$ cat src/cop0_pkg.sv
// Coprocessor-0 register numbers, word and address types, instruction fields, decoded request
package cop0_pkg;

  typedef logic [31:0] word_t;       // Data word and register width
  typedef logic [4:0]  reg_addr_t;   // Coprocessor register number
  typedef logic [5:0]  opcode_t;     // Major opcode field
  typedef logic [4:0]  subop_t;      // rs field, selects MFC0/MTC0/CO
  typedef logic [5:0]  funct_t;      // Function field for CO ops

  // Register file map
  localparam reg_addr_t REG_BADVADDR = 5'd8;
  localparam reg_addr_t REG_STATUS   = 5'd12;
  localparam reg_addr_t REG_CAUSE    = 5'd13;
  localparam reg_addr_t REG_EPC      = 5'd14;

  // Instruction patterns
  localparam opcode_t OP_COP0 = 6'b010000;
  localparam subop_t  RS_MFC0 = 5'b00000;   // Move from coprocessor
  localparam subop_t  RS_MTC0 = 5'b00100;   // Move to coprocessor
  localparam subop_t  RS_CO   = 5'b10000;   // CO bit set, funct valid
  localparam funct_t  FN_RFE  = 6'b010000;  // Return from exception

  // Field positions in the instruction word
  localparam int OPCODE_MSB = 31;
  localparam int OPCODE_LSB = 26;
  localparam int RS_MSB     = 25;
  localparam int RS_LSB     = 21;
  localparam int RD_MSB     = 15;
  localparam int RD_LSB     = 11;
  localparam int FUNCT_MSB  = 5;
  localparam int FUNCT_LSB  = 0;

  // Status layout
  localparam int STATUS_IEC       = 0;  // Current interrupt enable
  localparam int STATUS_STACK_MSB = 5;  // Top of KU/IE stack

  // Decoded request, at most one of rd_en/wr_en/rfe set
  typedef struct packed {
    logic      rd_en;   // MFC0
    logic      wr_en;   // MTC0
    logic      rfe;     // Pop status stack
    reg_addr_t addr;    // rd field
  } cop0_req_t;

endpackage

$ cat src/exc_pkg.sv
// Cause vector layout, interrupt line count, exception codes and stage exception report
package exc_pkg;

  typedef logic [31:0] cause_t;    // Cause vector, same layout as cause register
  typedef logic [4:0]  exc_code_t; // ExcCode field value

  localparam int NUM_HW_IRQ = 6;   // Hardware interrupt lines

  // Cause vector fields
  localparam int CAUSE_IP_MSB    = 15;  // Top of all pending bits
  localparam int CAUSE_IP_LSB    = 8;   // Bottom of all pending bits
  localparam int CAUSE_HW_LSB    = 10;  // Hardware pending bits start here
  localparam int CAUSE_SW_LSB    = 8;   // Software pending, two bits
  localparam int CAUSE_EXC_MSB   = 6;
  localparam int CAUSE_EXC_LSB   = 2;

  // Exception codes
  localparam exc_code_t EXC_INT  = 5'd0;   // Interrupt
  localparam exc_code_t EXC_MOD  = 5'd1;   // TLB modified
  localparam exc_code_t EXC_ADEL = 5'd4;   // Address error, load/fetch
  localparam exc_code_t EXC_ADES = 5'd5;   // Address error, store
  localparam exc_code_t EXC_IBE  = 5'd6;   // Bus error, fetch
  localparam exc_code_t EXC_DBE  = 5'd7;   // Bus error, data
  localparam exc_code_t EXC_SYS  = 5'd8;   // Syscall
  localparam exc_code_t EXC_BP   = 5'd9;   // Breakpoint
  localparam exc_code_t EXC_RI   = 5'd10;  // Reserved instruction
  localparam exc_code_t EXC_CPU  = 5'd11;  // Coprocessor unusable
  localparam exc_code_t EXC_OV   = 5'd12;  // Arithmetic overflow

  // One report per pipeline stage
  typedef struct packed {
    logic      valid;   // Stage has an exception
    exc_code_t code;    // Its code
  } stage_exc_t;

endpackage

$ cat src/cop0_decode.sv
// COP0 instruction decoder producing read, write and rfe requests
`timescale 1ns/1ps

module cop0_decode (
  input  cop0_pkg::word_t     instr,        // Instruction word from pipeline
  input  logic                instr_valid,  // Word is a live instruction
  output cop0_pkg::cop0_req_t req           // Decoded request
);

  cop0_pkg::opcode_t   opcode;
  cop0_pkg::subop_t    subop;
  cop0_pkg::funct_t    funct;
  cop0_pkg::reg_addr_t rd;

  logic is_cop0;   // Major opcode match
  logic is_mfc0;
  logic is_mtc0;
  logic is_rfe;

  // Field slicing
  assign opcode = instr[cop0_pkg::OPCODE_MSB:cop0_pkg::OPCODE_LSB];
  assign subop  = instr[cop0_pkg::RS_MSB:cop0_pkg::RS_LSB];
  assign funct  = instr[cop0_pkg::FUNCT_MSB:cop0_pkg::FUNCT_LSB];
  assign rd     = instr[cop0_pkg::RD_MSB:cop0_pkg::RD_LSB];

  assign is_cop0 = instr_valid && (opcode == cop0_pkg::OP_COP0);  // Gate with valid

  // rs field picks the transfer direction
  assign is_mfc0 = is_cop0 && (subop == cop0_pkg::RS_MFC0);
  assign is_mtc0 = is_cop0 && (subop == cop0_pkg::RS_MTC0);

  // RFE needs CO bit and its funct
  assign is_rfe  = is_cop0 && (subop == cop0_pkg::RS_CO) &&
                   (funct == cop0_pkg::FN_RFE);

  // Patterns are disjoint on rs so one flag at most
  always_comb begin
    req       = '0;
    req.rd_en = is_mfc0;
    req.wr_en = is_mtc0;
    req.rfe   = is_rfe;
    req.addr  = rd;        // Register number from rd
  end

endmodule

$ cat src/irq_collect.sv
// Interrupt synchronizer and cause vector merge of hardware lines and stage reports
`timescale 1ns/1ps

module irq_collect (
  input  logic                          clk,
  input  logic                          resetn,
  input  logic [exc_pkg::NUM_HW_IRQ-1:0] hw_irq,      // Async interrupt lines
  input  exc_pkg::stage_exc_t           stage1_exc,  // Earlier stage report
  input  exc_pkg::stage_exc_t           stage2_exc,  // Later stage report
  output exc_pkg::cause_t               cause        // Merged cause vector
);

  logic [exc_pkg::NUM_HW_IRQ-1:0] irq_meta;   // First sync stage
  logic [exc_pkg::NUM_HW_IRQ-1:0] irq_sync;   // Second sync stage
  exc_pkg::exc_code_t             exc_code;   // Selected stage code
  exc_pkg::cause_t                hw_part;
  exc_pkg::cause_t                exc_part;

  // Two-flop synchronizer, 2 cycle latency
  always_ff @(posedge clk) begin
    if (!resetn) begin
      irq_meta <= '0;
      irq_sync <= '0;
    end else begin
      irq_meta <= hw_irq;
      irq_sync <= irq_meta;
    end
  end

  // Stage 2 is older in program order, so it wins
  always_comb begin
    if (stage2_exc.valid)
      exc_code = stage2_exc.code;
    else if (stage1_exc.valid)
      exc_code = stage1_exc.code;
    else
      exc_code = '0;                     // No report, interrupt code
  end

  // Place fields into the cause layout
  always_comb begin
    hw_part  = '0;
    exc_part = '0;
    hw_part[exc_pkg::CAUSE_HW_LSB +: exc_pkg::NUM_HW_IRQ] = irq_sync;  // IP7..IP2
    exc_part[exc_pkg::CAUSE_EXC_MSB:exc_pkg::CAUSE_EXC_LSB] = exc_code;
  end

  assign cause = hw_part | exc_part;   // Software bits stay zero here

endmodule

$ cat src/cop0_regs.sv
// COP0 register file: epc, cause, status, badvaddr, read port, read stall, exception detect
`timescale 1ns/1ps

module cop0_regs (
  input  logic                clk,
  input  logic                resetn,
  input  cop0_pkg::cop0_req_t req,          // Decoded request
  input  cop0_pkg::word_t     fromcpu,      // MTC0 data
  input  exc_pkg::cause_t     cause_in,     // Live cause vector
  input  cop0_pkg::word_t     epc_in,       // PC of faulting instruction
  input  cop0_pkg::word_t     badvaddr_in,  // Faulting address
  input  logic                badvaddr_we,  // Load badvaddr_in
  output cop0_pkg::word_t     tocpu,        // MFC0 data, one cycle late
  output logic                stalled,      // Hold pipeline for read
  output logic                exception,    // Take interrupt now
  output cop0_pkg::word_t     status        // Status register
);

  cop0_pkg::word_t epc_q;
  cop0_pkg::word_t cause_q;
  cop0_pkg::word_t badvaddr_q;
  cop0_pkg::word_t rd_data;    // Read mux output

  logic wr_epc;
  logic wr_cause;
  logic wr_status;
  logic wr_badvaddr;
  logic stall_q;               // Set in the cycle after a stall
  logic [7:0] irq_pending;     // Unmasked pending lines

  // Write strobes per register
  assign wr_epc      = req.wr_en && (req.addr == cop0_pkg::REG_EPC);
  assign wr_cause    = req.wr_en && (req.addr == cop0_pkg::REG_CAUSE);
  assign wr_status   = req.wr_en && (req.addr == cop0_pkg::REG_STATUS);
  assign wr_badvaddr = req.wr_en && (req.addr == cop0_pkg::REG_BADVADDR);

  // Interrupt request, pending and masked and globally enabled
  assign irq_pending = cause_in[exc_pkg::CAUSE_IP_MSB:exc_pkg::CAUSE_IP_LSB] &
                       status[exc_pkg::CAUSE_IP_MSB:exc_pkg::CAUSE_IP_LSB];
  assign exception   = (|irq_pending) && status[cop0_pkg::STATUS_IEC];

  // EPC, write beats exception capture
  always_ff @(posedge clk) begin
    if (!resetn)
      epc_q <= '0;
    else if (wr_epc)
      epc_q <= fromcpu;
    else if (exception)
      epc_q <= epc_in;                    // Save return PC
  end

  // Cause follows the live vector unless written
  always_ff @(posedge clk) begin
    if (!resetn)
      cause_q <= '0;
    else if (wr_cause)
      cause_q <= fromcpu;
    else
      cause_q <= cause_in;
  end

  // Status with the KU/IE three-level stack
  always_ff @(posedge clk) begin
    if (!resetn) begin
      status <= '0;
    end else if (wr_status) begin
      status <= fromcpu;
    end else if (exception) begin
      // Push, new level enters as kernel with interrupts off
      status[cop0_pkg::STATUS_STACK_MSB:0] <=
        {status[cop0_pkg::STATUS_STACK_MSB-2:0], 2'b00};
    end else if (req.rfe) begin
      // Pop, old level keeps its copy
      status[cop0_pkg::STATUS_STACK_MSB-2:0] <=
        status[cop0_pkg::STATUS_STACK_MSB:2];
    end
  end

  // Bad address, software write wins
  always_ff @(posedge clk) begin
    if (!resetn)
      badvaddr_q <= '0;
    else if (wr_badvaddr)
      badvaddr_q <= fromcpu;
    else if (badvaddr_we)
      badvaddr_q <= badvaddr_in;
  end

  // Read mux, unmapped numbers fall back to status
  always_comb begin
    case (req.addr)
      cop0_pkg::REG_EPC:      rd_data = epc_q;
      cop0_pkg::REG_CAUSE:    rd_data = cause_q;
      cop0_pkg::REG_BADVADDR: rd_data = badvaddr_q;
      default:                rd_data = status;
    endcase
  end

  // Registered read port, holds between reads
  always_ff @(posedge clk) begin
    if (!resetn)
      tocpu <= '0;
    else if (req.rd_en)
      tocpu <= rd_data;
  end

  // One-cycle stall, held repeat sees stall_q and passes
  always_ff @(posedge clk) begin
    if (!resetn)
      stall_q <= 1'b0;
    else
      stall_q <= stalled;
  end

  assign stalled = stall_q ? 1'b0 : req.rd_en;

endmodule

$ cat src/cop0_top.sv
// Coprocessor-0 top level joining decoder, cause collector and register file
`timescale 1ns/1ps

module cop0_top (
  input  logic                           clk,
  input  logic                           resetn,
  input  cop0_pkg::word_t                instr,        // Current instruction
  input  logic                           instr_valid,
  input  cop0_pkg::word_t                fromcpu,      // MTC0 source data
  input  cop0_pkg::word_t                epc_in,
  input  cop0_pkg::word_t                badvaddr_in,
  input  logic                           badvaddr_we,
  input  logic [exc_pkg::NUM_HW_IRQ-1:0] hw_irq,       // External interrupts
  input  exc_pkg::stage_exc_t            stage1_exc,
  input  exc_pkg::stage_exc_t            stage2_exc,
  output cop0_pkg::word_t                tocpu,        // MFC0 result
  output logic                           stalled,
  output logic                           exception,
  output cop0_pkg::word_t                status
);

  cop0_pkg::cop0_req_t req;     // Decoder to register file
  exc_pkg::cause_t     cause;   // Collector to register file

  cop0_decode decode_i (
    .instr       (instr),
    .instr_valid (instr_valid),
    .req         (req)
  );

  // Sync and merge of all cause sources
  irq_collect irq_i (
    .clk        (clk),
    .resetn     (resetn),
    .hw_irq     (hw_irq),
    .stage1_exc (stage1_exc),
    .stage2_exc (stage2_exc),
    .cause      (cause)
  );

  cop0_regs regs_i (
    .clk         (clk),
    .resetn      (resetn),
    .req         (req),
    .fromcpu     (fromcpu),
    .cause_in    (cause),
    .epc_in      (epc_in),
    .badvaddr_in (badvaddr_in),
    .badvaddr_we (badvaddr_we),
    .tocpu       (tocpu),
    .stalled     (stalled),
    .exception   (exception),
    .status      (status)
  );

endmodule

$ cat config.mk
export PLATFORM = sky130hd
export DESIGN_NAME = cop0_top
export DESIGN_NICKNAME = d
export VERILOG_FILES = /design/src/cop0_pkg.sv /design/src/exc_pkg.sv /design/src/cop0_decode.sv /design/src/irq_collect.sv /design/src/cop0_regs.sv /design/src/cop0_top.sv
export SDC_FILE = /design/constraint.sdc
export NUM_CORES = 1
export LEC_CHECK = 0
export ABC_AREA = 1
export BUFFER_PORTS_ARGS = -buffer_cell sky130_fd_sc_hd__buf_2
export CAP_MARGIN = 40
export CORE_ASPECT_RATIO = 1.1
export CORE_MARGIN = 5
export CORE_UTILIZATION = 57
export CTS_CLUSTER_SIZE = 12
export DETAILED_ROUTE_END_ITERATION = 10
export GPL_TIMING_DRIVEN = 0
export PLACE_DENSITY = 0.86
export SLEW_MARGIN = 20
export SYNTH_ARGS = -nofsm -noshare
export SYNTH_HDL_FRONTEND = slang
export SYNTH_SLANG_ARGS = --single-unit
$ cat constraint.sdc
create_clock -name clk -period 3 [get_ports clk]
set_input_delay 0.15 -clock clk [delete_from_list [all_inputs] [get_ports clk]]
set_output_delay 0.15 -clock clk [all_outputs]
set_load 0.005 [all_outputs]
==> flow_summary.rst, run 1 <==
.. list-table::
   :header-rows: 1

   * - Metric
     - Value
   * - Worst slack on hold paths
     - 0.0117 ns
   * - Portion of synthesized cell area occupied by the leading cell type
     - 43.2%
   * - Longest Clk Path Bufs
     - 2
   * - Overflow left after global routing
     - 0
   * - Placed wire-length estimate
     - 18.3 mm
   * - Die span in x
     - 123 um
   * - Stage delay of the slowest cell on the critical path
     - 0.44 ns
   * - Pre-CTS setup slack
     - 1.11 ns
   * - CTS clk-pin slew, worst paths
     - 0.06 ns
   * - Max-cap check violation count
     - 0
   * - Top-level I/O count
     - 216
   * - Layout cells sized above 1
     - 21.6%
   * - Seq/Total Area, Yosys
     - 43.2%
   * - Via count
     - 8,863
   * - Initial core utilization
     - 58.1%
   * - Leading register cell type out of synthesis
     - sky130_fd_sc_hd__dfxtp_1
   * - Non-filler instance count after layout
     - 1,618
   * - CTS tree
     - built
   * - Relative slew margins
     - 47.0%
   * - Classification of the worst-slack hold path
     - input pin to flop
   * - Series of cell instances along the critical path
     - nand2_1 > nand2_1 > nor2_1 > nand2_1 > nand2_1 > nand2_1 > inv_2 > clkbuf_1 > nand2_1 > nand3_1 > nand2_1 > inv_1
   * - Slew of the pin with the lowest slew margin
     - 0.794 ns
   * - Highest Clock Rate
     - 502 MHz
   * - Cells resized by post-CTS repair
     - 0
   * - Worst Clk Skew
     - 0.00666 ns
   * - Number of enable flip-flop cells after synthesis
     - 0
   * - Multi-input gate area in the final layout
     - 0.00366 sq mm
   * - Synthesis-stage register bit count
     - 173
   * - Endpoint class of the critical path
     - flop
   * - Ys Warns
     - 0
   * - TritonCTS sink count
     - 173
   * - Area of the core region
     - 0.0138 sq mm
   * - Vias in the first global route
     - 8,505
   * - Peak supply drop
     - 0.325 mV
   * - Number of instances in the synthesized netlist
     - 1,173
   * - Die area
     - 0.0165 sq mm
   * - Maximum number of pins on one net before global-route repair
     - 17
   * - Post-synthesis cell type with the largest combined area
     - sky130_fd_sc_hd__dfxtp_1
   * - Global Route Usage Sum
     - 31.6%
   * - Max-slew violation count
     - 0
   * - Global-route wire length before repair
     - 40.9 mm
   * - Final ANT Viol Nets
     - 0
   * - Number of buffers added to fix hold violations after cts
     - 21
   * - Filler Cells Inserted
     - 1,115
   * - Synth top area cells
     - sky130_fd_sc_hd__dfxtp_1 43%, sky130_fd_sc_hd__nand2_1 15%, sky130_fd_sc_hd__inv_1 6.8%
   * - Final setup vio count
     - 0
   * - Number of violations reported at the end of detailed-routing iteration 0
     - 920
   * - Routability cong.
     - 0.909
   * - Hold path startpoint
     - fromcpu[7]
   * - Crit share post-route
     - 66.4%
   * - # nets final
     - 1,567
   * - Minimum setup slack in the final design
     - 1.01 ns
   * - Largest driver fanout on the critical path
     - 10
   * - Post-layout minimum cycle time
     - 1.99 ns
   * - Number of antenna violations at the first check in global routing
     - 1
   * - Most Frequent Cell on Critical Path
     - sky130_fd_sc_hd__nand2_1
   * - Clk Latency, worst-skew pair
     - 0.43 ns
   * - Netlist Area Pre-Place
     - 0.00802 sq mm
   * - Setup bufs post-CTS
     - 0
   * - Share of flip-flops with an asynchronous set or reset after synthesis
     - 0%
   * - Routed length per instance
     - 16.4 um
   * - Aggregate negative setup slack
     - 0 ns
   * - PortBufs
     - 204
   * - Root Driver
     - sky130_fd_sc_hd__clkbuf_16
   * - Power per cell area
     - 482 mW/mm^2
   * - Top cells by count, synth
     - 327 x sky130_fd_sc_hd__nand2_1, 173 x sky130_fd_sc_hd__dfxtp_1, 146 x sky130_fd_sc_hd__inv_1
   * - Critical Path RT
     - 3.38 ns
   * - Avg Inst Size Synth
     - 6.83 sq um
   * - Startpoint types
     - flop
   * - Most repeated cell in the gate-level netlist after synthesis
     - sky130_fd_sc_hd__nand2_1
   * - R2r startpoint
     - regs_i.status[11]$_SDFFE_PN0P_
   * - Number of H-tree levels
     - 4
   * - Overall power after layout
     - 4850 uW
   * - Iteration count of the initial detailed-routing pass
     - 6
   * - Number of hold-slack violations in the final timing report
     - 0
   * - Height of the die
     - 134 um
   * - Critical path data arrival time
     - 2.37 ns
   * - Routed Wire Length
     - 26.5 mm
   * - Critical path origin
     - regs_i.status[11]$_SDFFE_PN0P_
   * - Area growth syn-to-layout
     - 25.4%
   * - Synthesized netlist net count
     - 1,323
   * - Static leakage
     - 0.00536 uW
   * - Number of buffers inserted during clock tree synthesis
     - 17
   * - Type of the worst setup path
     - flop to flop
   * - Via count normalized by instance count
     - 5.48
   * - Setup repair after global routing missed its margin
     - false
   * - Netlist cell types
     - 25
   * - Worst-path cell with the longest stage delay
     - sky130_fd_sc_hd__clkbuf_1
   * - Register area
     - 0.00346 sq mm
   * - Rows
     - 45
   * - DP Cell Count
     - 1,565
   * - Result of the run
     - finished clean
   * - DRC
     - 0
==> state kept, by name, indices dropped and copies added, names as in the netlist <==
name               cells
regs_i.badvaddr_q     32
irq_i.irq_sync         6
regs_i.cause_q        32
regs_i.tocpu          32
regs_i.stall_q         1
irq_i.irq_meta         6
regs_i.epc_q          32
regs_i.status         32
==> worst max-delay path, delay by kind of cell, from the launching register on <==
kind                   cells  cell delay, ns
AND/OR/NAND/NOR            9            0.93
buffers and inverters      3            0.64
flip-flops                 1            0.37
==> logic make-up after synthesis <==
logic type / synth area share [%]
compound gates: 12.3
buf+inv: 11.1
flops: 43.2
mux: 4.50
simple gates: 28.9
==> path summary, 6_finish.rpt <==
path	cells past startpoint	slack, ns	to
setup / recovery	12	1.01	regs_i.epc_q[26]$_SDFFE_PN0P_
hold / removal	3	0.01	regs_i.cause_q[7]$_SDFF_PN0_
setup reg to reg	12	1.01	regs_i.epc_q[26]$_SDFFE_PN0P_
hold reg to reg	1	0.42	regs_i.stall_q$_SDFF_PN0_
==> metal layers <==
layer | track usage (%) | wire length (um)
met1 | 38.7 | 9910
met2 | 52.5 | 12500
met3 | 6.58 | 2870
met4 | 15.8 | 1200
met5 | 0 | 0
==> where the power goes <==
part	leakage, uW	internal [uW]	switching [uW]
registers	0.00140	2340	16.8
logic	0.00367	159	193
clock network	0.000281	1220	919
total	0.00536	3720	1130
==> layout by cell type, fill, tap and decap left out, types with 5 or more instances in the layout <==
cell type / synthesis / layout
sky130_fd_sc_hd__inv_2: 5 / 5
sky130_fd_sc_hd__nand4_1: 5 / 5
sky130_fd_sc_hd__o21ai_0: 43 / 43
sky130_fd_sc_hd__dfxtp_1: 173 / 173
sky130_fd_sc_hd__clkinv_2: 1 / 6
sky130_fd_sc_hd__nand2_1: 327 / 327
sky130_fd_sc_hd__buf_2: 29 / 233
sky130_fd_sc_hd__inv_1: 146 / 146
sky130_fd_sc_hd__nand3_1: 74 / 74
sky130_fd_sc_hd__a21oi_1: 97 / 97
sky130_fd_sc_hd__nor2_1: 116 / 116
sky130_fd_sc_hd__a22oi_1: 5 / 5
sky130_fd_sc_hd__clkbuf_16: 0 / 17
sky130_fd_sc_hd__clkbuf_1: 33 / 33
sky130_fd_sc_hd__mux2_2: 30 / 30
sky130_fd_sc_hd__dlygate4sd3_1: 0 / 21
sky130_fd_sc_hd__o21a_1: 32 / 32
sky130_fd_sc_hd__nor3_1: 37 / 37
==> final cells by class <==
| type | count | share of cell area [%] |
|---|---|---|
| Multi-Input combinational cell | 777 | 36.4 |
| Sequential cell | 173 | 34.5 |
| Buffer | 70 | 3.12 |
| Timing Repair Buffer | 225 | 12.2 |
| Clock buffer | 21 | 4.78 |
| Clock inverter | 10 | 0.871 |
| Tap cell | 188 | 2.34 |
| Inverter | 153 | 5.73 |
| Antenna cell | 1 | 0.0249 |
==> stage by stage <==
step / utilization (%) / cell area, sq um
4_1_cts: 72.9 / 10000
6_report: 72.9 / 10100
5_1_grt: 72.9 / 10000
3_3_place_gp: 67.2 / 9270
3_5_place_dp: 67.2 / 9270
2_1_floorplan: - / 8020
Note: power is estimated with default switching activity, not from simulation.
==> inputs of run 2 (changes only) <==
--- a/config.mk
+++ b/config.mk
@@ -10,11 +10,11 @@
 export CAP_MARGIN = 40
 export CORE_ASPECT_RATIO = 1.1
 export CORE_MARGIN = 5
-export CORE_UTILIZATION = 57
+export CORE_UTILIZATION = 48
 export CTS_CLUSTER_SIZE = 12
 export DETAILED_ROUTE_END_ITERATION = 10
 export GPL_TIMING_DRIVEN = 0
-export PLACE_DENSITY = 0.86
+export PLACE_DENSITY = 0.77
 export SLEW_MARGIN = 20
 export SYNTH_ARGS = -nofsm -noshare
 export SYNTH_HDL_FRONTEND = slang
==> constraint.sdc (replaced) <==
create_clock -name clk -period 1.7 [get_ports clk]
set_input_delay 0.085 -clock clk [delete_from_list [all_inputs] [get_ports clk]]
set_output_delay 0.085 -clock clk [all_outputs]
set_load 0.005 [all_outputs]
==> flow_summary.rst, run 2 (synthesis gave the netlist of run 1 again) <==
.. list-table::
   :header-rows: 1

   * - Metric
     - Value
   * - Vias in the first global route
     - 8,363
   * - Number of violations reported at the end of detailed-routing iteration 0
     - 780
   * - Worst Clk Skew
     - 0.00585 ns
   * - Overflow left after global routing
     - 0
   * - Global routing usage on met3
     - 6.40%
   * - Rows
     - 49
   * - Relative slew margins
     - 51.4%
   * - Initial core utilization
     - 49.0%
   * - Endpoint class of the critical path
     - output pin
   * - Most crowded layer after global routing
     - met2
   * - Stage delay of the slowest cell on the critical path
     - 0.35 ns
   * - Number of H-tree levels
     - 4
   * - Type of the worst setup path
     - flop to output pin
   * - Final ANT Viol Nets
     - 0
   * - Max-cap check violation count
     - 0
   * - Overall power after layout
     - 8890 uW
   * - Met1 Resource Use GR
     - 33.4%
   * - CTS clk-pin slew, worst paths
     - 0.06 ns
   * - Placed inst area
     - 0.00929 sq mm
   * - Most common library cell in the layout ignoring fill and taps
     - sky130_fd_sc_hd__nand2_1
   * - Maximum number of pins on one net before global-route repair
     - 17
   * - Global-route wire length before repair
     - 42.0 mm
   * - Longest Clk Path Bufs
     - 2
   * - Most Frequent Cell on Critical Path
     - sky130_fd_sc_hd__nand2_1
   * - Result of the run
     - finished clean
   * - Global Route Usage Sum
     - 27.3%
   * - N_diodes
     - 0
   * - PortBufs
     - 204
   * - Final setup vio count
     - 0
   * - Top-level I/O count
     - 216
   * - Setup slack on the worst flop-to-flop path
     - 0.09 ns
   * - Commonest cells after routing, fill and taps aside
     - 325 x sky130_fd_sc_hd__nand2_1, 232 x sky130_fd_sc_hd__buf_2, 168 x sky130_fd_sc_hd__dfxtp_1
   * - Area growth syn-to-layout
     - 29.9%
   * - Minimum setup slack in the final design
     - 0.0574 ns
   * - Slew of the pin with the lowest slew margin
     - 0.730 ns
   * - Area of the core region
     - 0.0164 sq mm
   * - Pre-CTS setup slack
     - -0.218 ns
   * - CTS tree
     - built
   * - Layout cells sized above 1
     - 22.3%
   * - Placed wire-length estimate
     - 19.0 mm
   * - Height of the die
     - 146 um
   * - Routed Wire Length
     - 27.2 mm
   * - Largest driver fanout on the critical path
     - 10
   * - Global routing usage on met2
     - 45.6%
   * - Iteration count of the initial detailed-routing pass
     - 5
   * - Crit share post-route
     - 96.6%
   * - Filler Cells Inserted
     - 1,471
   * - Max-slew violation count
     - 0
   * - Number of antenna violations at the first check in global routing
     - 0
   * - Die span in x
     - 133 um
   * - Final non-filler cell area
     - 0.0104 sq mm
   * - Worst-path cell with the longest stage delay
     - sky130_fd_sc_hd__dfxtp_2
   * - Via count normalized by instance count
     - 5.27
   * - Number of hold-slack violations in the final timing report
     - 0
   * - Series of cell instances along the critical path
     - nand2_1 > nand2_1 > nor2_2 > nand2_2 > nand2_4 > buf_8 > inv_1 > buf_2
   * - Classification of the worst-slack hold path
     - input pin to flop
   * - # nets final
     - 1,593
   * - Peak supply drop
     - 0.755 mV
   * - Routed length per instance
     - 16.4 um
   * - Power per cell area
     - 854 mW/mm^2
   * - Startpoint types
     - flop
   * - Die area
     - 0.0194 sq mm
   * - Number of buffers inserted during clock tree synthesis
     - 17
   * - Critical Path RT
     - 1.62 ns
   * - Routability cong.
     - 0.882
   * - Clk Latency, worst-skew pair
     - 0.44 ns
   * - Root Driver
     - sky130_fd_sc_hd__clkbuf_16
   * - DRC
     - 0
   * - Critical path data arrival time
     - 1.56 ns
   * - TritonCTS sink count
     - 173
   * - Static leakage
     - 0.00552 uW
   * - Highest Clock Rate
     - 609 MHz
   * - Post-layout minimum cycle time
     - 1.64 ns
   * - Via count
     - 8,740
run 2: cell types whose count changed in the layout (fill, tap and decap cells not counted), moves of 2 or more:
cell / delta
sky130_fd_sc_hd__clkinv_2: -2
sky130_fd_sc_hd__nand2_1: -2
sky130_fd_sc_hd__dfxtp_2: +5
sky130_fd_sc_hd__clkinv_4: +3
sky130_fd_sc_hd__dlygate4sd3_1: +25
sky130_fd_sc_hd__clkbuf_2: +4
sky130_fd_sc_hd__clkbuf_8: -2
sky130_fd_sc_hd__dfxtp_1: -5
sky130_fd_sc_hd__clkbuf_1: -5
sky130_fd_sc_hd__bufinv_16: +2
run 2: through the flow:
stage	setup TNS, ns	utilization [%]	hold slack (ns)	cells
floorplan	0	-	0.183	1173
global placement	-7.58	56.8	0.272	1581
detailed placement	-9.85	56.8	0.275	1581
CTS	0	63.5	0.00175	1659
global route	-0.0295	63.6	0.0275	1660
finish	0	63.6	0.00716	1660
run 2: final timing paths:
kind,start,endpoint,cells after the start
worst max-delay path,regs_i.status[11]$_SDFFE_PN0P_,exception,8
worst min-delay path,stage1_exc[0],regs_i.cause_q[2]$_SDFF_PN0_,3
worst max register to register,regs_i.status[11]$_SDFFE_PN0P_,regs_i.status[2]$_SDFFE_PN0P_,10
worst min register to register,regs_i.stall_q$_SDFF_PN0_,regs_i.stall_q$_SDFF_PN0_,1
run 2: final cells by class:
cell class	instances	area, sq um	share of cell area [%]
inverters	153	576	5.53
clock inverters	13	164	1.57
well taps	204	255	2.45
plain buffers	70	333	3.20
repair buffers	251	1490	14.3
clock buffers	19	453	4.35
flip-flops and latches	173	3470	33.3
multi-input cells	777	3670	35.3
run 2: layer usage:
metal / routed length, um / part of all wire (%)
met5: 0 / 0
met4: 1190 / 4.4
met3: 2580 / 9.5
met2: 12700 / 47
met1: 10800 / 40
run 2: critical path: cells and delay by family, from the launching register on:
kind                   cells  cell delay, ns
and+or+nand+nor            5            0.44
buffers and inverters      3            0.34
DFF                        1            0.35
run 2: what timing repair did:
action                                  CTS  global route
resized for setup                        13             7
buffers inserted                          0             1
pin swaps                                 0             1
endpoints found under the hold margin   107             0
hold buffers                             46             0
endpoints found under the setup margin   36            25
run 2: where the power goes:
group          internal, uW  switching [uW]  total, uW
registers              4120            30.1       4150
logic                   320             342        662
clock network          2400            1680       4080
==> inputs of run 3 (changes only) <==
--- a/config.mk
+++ b/config.mk
@@ -15,6 +15,7 @@
 export DETAILED_ROUTE_END_ITERATION = 10
 export GPL_TIMING_DRIVEN = 0
 export PLACE_DENSITY = 0.77
+export SETUP_SLACK_MARGIN = 0.5
 export SLEW_MARGIN = 20
 export SYNTH_ARGS = -nofsm -noshare
 export SYNTH_HDL_FRONTEND = slang
==> flow_summary.rst, run 3 (synthesis gave the netlist of run 1 again) <==
.. list-table::
   :header-rows: 1

   * - Metric
     - Value
   * - Final non-filler cell area
     - 0.0112 sq mm
   * - Initial core utilization
     - 49.0%
   * - Final ANT Viol Nets
     - 0
   * - Aggregate negative setup slack
     - 0 ns
   * - Type of the worst setup path
     - flop to flop
   * - Most common library cell in the layout ignoring fill and taps
     - sky130_fd_sc_hd__nand2_1
   * - DP Cell Count
     - 1,581
   * - Critical Path RT
     - 2.00 ns
   * - Die span in x
     - 133 um
   * - Power per cell area
     - 810 mW/mm^2
   * - CTS clk-pin slew, worst paths
     - 0.07 ns
   * - Slew of the pin with the lowest slew margin
     - 0.689 ns
   * - Max-cap check violation count
     - 0
   * - Worst Clk Skew
     - 0.0123 ns
   * - Maximum number of pins on one net before global-route repair
     - 17
   * - Longest Clk Path Bufs
     - 2
   * - Placed inst area
     - 0.00950 sq mm
   * - Commonest cells after routing, fill and taps aside
     - 309 x sky130_fd_sc_hd__nand2_1, 210 x sky130_fd_sc_hd__buf_2, 162 x sky130_fd_sc_hd__dfxtp_1
   * - Number of buffers inserted during clock tree synthesis
     - 17
   * - PortBufs
     - 204
   * - Internal power
     - 6950 uW
   * - Critical path data arrival time
     - 1.84 ns
   * - Sequential cell fraction of total power
     - 45.8%
   * - Peak supply drop
     - 0.683 mV
   * - Area of the core region
     - 0.0164 sq mm
   * - DRC
     - 0
   * - Final setup vio count
     - 0
   * - Static leakage
     - 0.00594 uW
   * - Pre-CTS setup slack
     - -0.157 ns
   * - Vias in the first global route
     - 8,932
   * - Routed length per instance
     - 17.3 um
   * - Highest Clock Rate
     - 649 MHz
   * - Largest driver fanout on the critical path
     - 5
   * - Clk Latency, worst-skew pair
     - 0.44 ns
   * - Routability cong.
     - 0.893
   * - CTS tree
     - built
   * - Number of H-tree levels
     - 4
   * - Multi-input gate area in the final layout
     - 0.00389 sq mm
   * - Part of the total power dissipated in combinational logic
     - 7.8%
   * - Top-level I/O count
     - 216
   * - Net switching power figure
     - 2100 uW
   * - Minimum setup slack in the final design
     - 0.159 ns
   * - Classification of the worst-slack hold path
     - input pin to flop
   * - Setup repair after global routing missed its margin
     - true
   * - Overall power after layout
     - 9060 uW
   * - TritonCTS sink count
     - 173
   * - Placed wire-length estimate
     - 19.2 mm
   * - Iteration count of the initial detailed-routing pass
     - 7
   * - Endpoint class of the critical path
     - flop
   * - Number of hold-slack violations in the final timing report
     - 0
   * - Height of the die
     - 146 um
   * - Number of violations reported at the end of detailed-routing iteration 0
     - 906
   * - Rows
     - 49
   * - N_diodes
     - 0
   * - Net Sw Frac
     - 23.2%
   * - Result of the run
     - finished clean
   * - Share of total power in the clock network
     - 46.3%
   * - Global-route wire length before repair
     - 45.1 mm
   * - Post-layout minimum cycle time
     - 1.54 ns
   * - Global Route Usage Sum
     - 29.0%
   * - Number of antenna violations at the first check in global routing
     - 0
   * - Relative slew margins
     - 54.1%
   * - Crit share post-route
     - 90.6%
   * - Filler Cells Inserted
     - 1,337
   * - Die area
     - 0.0194 sq mm
   * - Root Driver
     - sky130_fd_sc_hd__clkbuf_16
   * - Startpoint types
     - flop
   * - Area growth syn-to-layout
     - 39.5%
   * - Register area
     - 0.00348 sq mm
   * - # nets final
     - 1,618
   * - Non-filler instance count after layout
     - 1,685
   * - Layout cells sized above 1
     - 28.3%
   * - Via count
     - 8,874
   * - Routed Wire Length
     - 29.1 mm
   * - Overflow left after global routing
     - 0
   * - Via count normalized by instance count
     - 5.27
   * - Max-slew violation count
     - 0
## run 3: cell types whose count changed in the layout (fill, tap and decap cells not counted), sizes merged
| cell | before | now |
|---|---|---|
| clkinvlp | 2 | 3 |
| inv | 153 | 151 |
| bufinv | 3 | 4 |
| buf | 242 | 264 |
| clkbuf | 52 | 55 |
| dlygate4sd3 | 46 | 45 |
| clkinv | 8 | 9 |
## run 3: cell type report
type / instances / area share [%]
Inverter: 153 / 5.34
Tap cell: 204 / 2.28
Timing Repair Buffer: 276 / 15.6
Buffer: 70 / 5.18
Multi-Input combinational cell: 777 / 34.8
Sequential cell: 173 / 31.2
Clock buffer: 18 / 3.93
Clock inverter: 14 / 1.72
## run 3: per-layer routing
metal / wire length (um) / up-vias / share of wire (%) / track usage (%)
li1: - / 4279 / - / -
met1: 10800 / 4053 / 37 / 34.0
met2: 14700 / 470 / 50 / 50.0
met3: 2670 / 72 / 9.2 / 6.81
met4: 952 / 0 / 3.3 / 13.1
met5: 0 / - / 0 / 0
## run 3: through the flow
| step | utilization [%] | hold slack, ns |
|---|---|---|
| finish | 68.3 | 0.0146 |
| detailed placement | 58.1 | 0.289 |
| floorplan | - | 0.183 |
| CTS | 66.8 | 0.00217 |
| global placement | 58.1 | 0.281 |
| global route | 68.3 | 0.0401 |
## run 3: power groups by stage
stage	sequential (uW)	clock [uW]	combinational [uW]
finish	4150	4200	710
global route	4150	4380	765
CTS	4150	4200	668
detailed placement	4240	0	581
global placement	4240	0	572
floorplan	4230	0	282
## run 3: path summary, 6_finish.rpt
path,slack (ns),depth (start not counted),end,from
worst min-delay path,0.01,3,regs_i.cause_q[5]$_SDFF_PN0_,stage1_exc[3]
worst max register to register,0.16,11,regs_i.status[2]$_SDFFE_PN0P_,regs_i.status[13]$_SDFFE_PN0P_
worst min register to register,0.42,2,irq_i.irq_sync[4]$_SDFF_PN0_,irq_i.irq_meta[4]$_SDFF_PN0_
worst max-delay path,0.16,11,regs_i.status[2]$_SDFFE_PN0P_,regs_i.status[13]$_SDFFE_PN0P_
## run 3: worst max-delay path, cell delays in order (launching register included)
cell                       delay, ns
sky130_fd_sc_hd__dfxtp_4        0.35
sky130_fd_sc_hd__nand2_1        0.05
sky130_fd_sc_hd__nand2_1        0.04
sky130_fd_sc_hd__nor2_1         0.11
sky130_fd_sc_hd__nand2_2        0.11
sky130_fd_sc_hd__nand2_4        0.10
sky130_fd_sc_hd__buf_8          0.12
sky130_fd_sc_hd__buf_6          0.13
sky130_fd_sc_hd__buf_8          0.13
sky130_fd_sc_hd__nand3b_1       0.11
sky130_fd_sc_hd__nand3_1        0.09
sky130_fd_sc_hd__a21oi_1        0.06
## run 3: timing repair
| item | CTS | global route |
|---|---|---|
| endpoints found under the setup margin | 114 | 170 |
| hold endpoints to repair | 110 | 0 |
| resized for setup | 43 | 87 |
| pin swaps | 9 | 12 |
| cloned | 4 | 1 |
| buffers inserted | 15 | 7 |
| hold buffers | 45 | 0 |
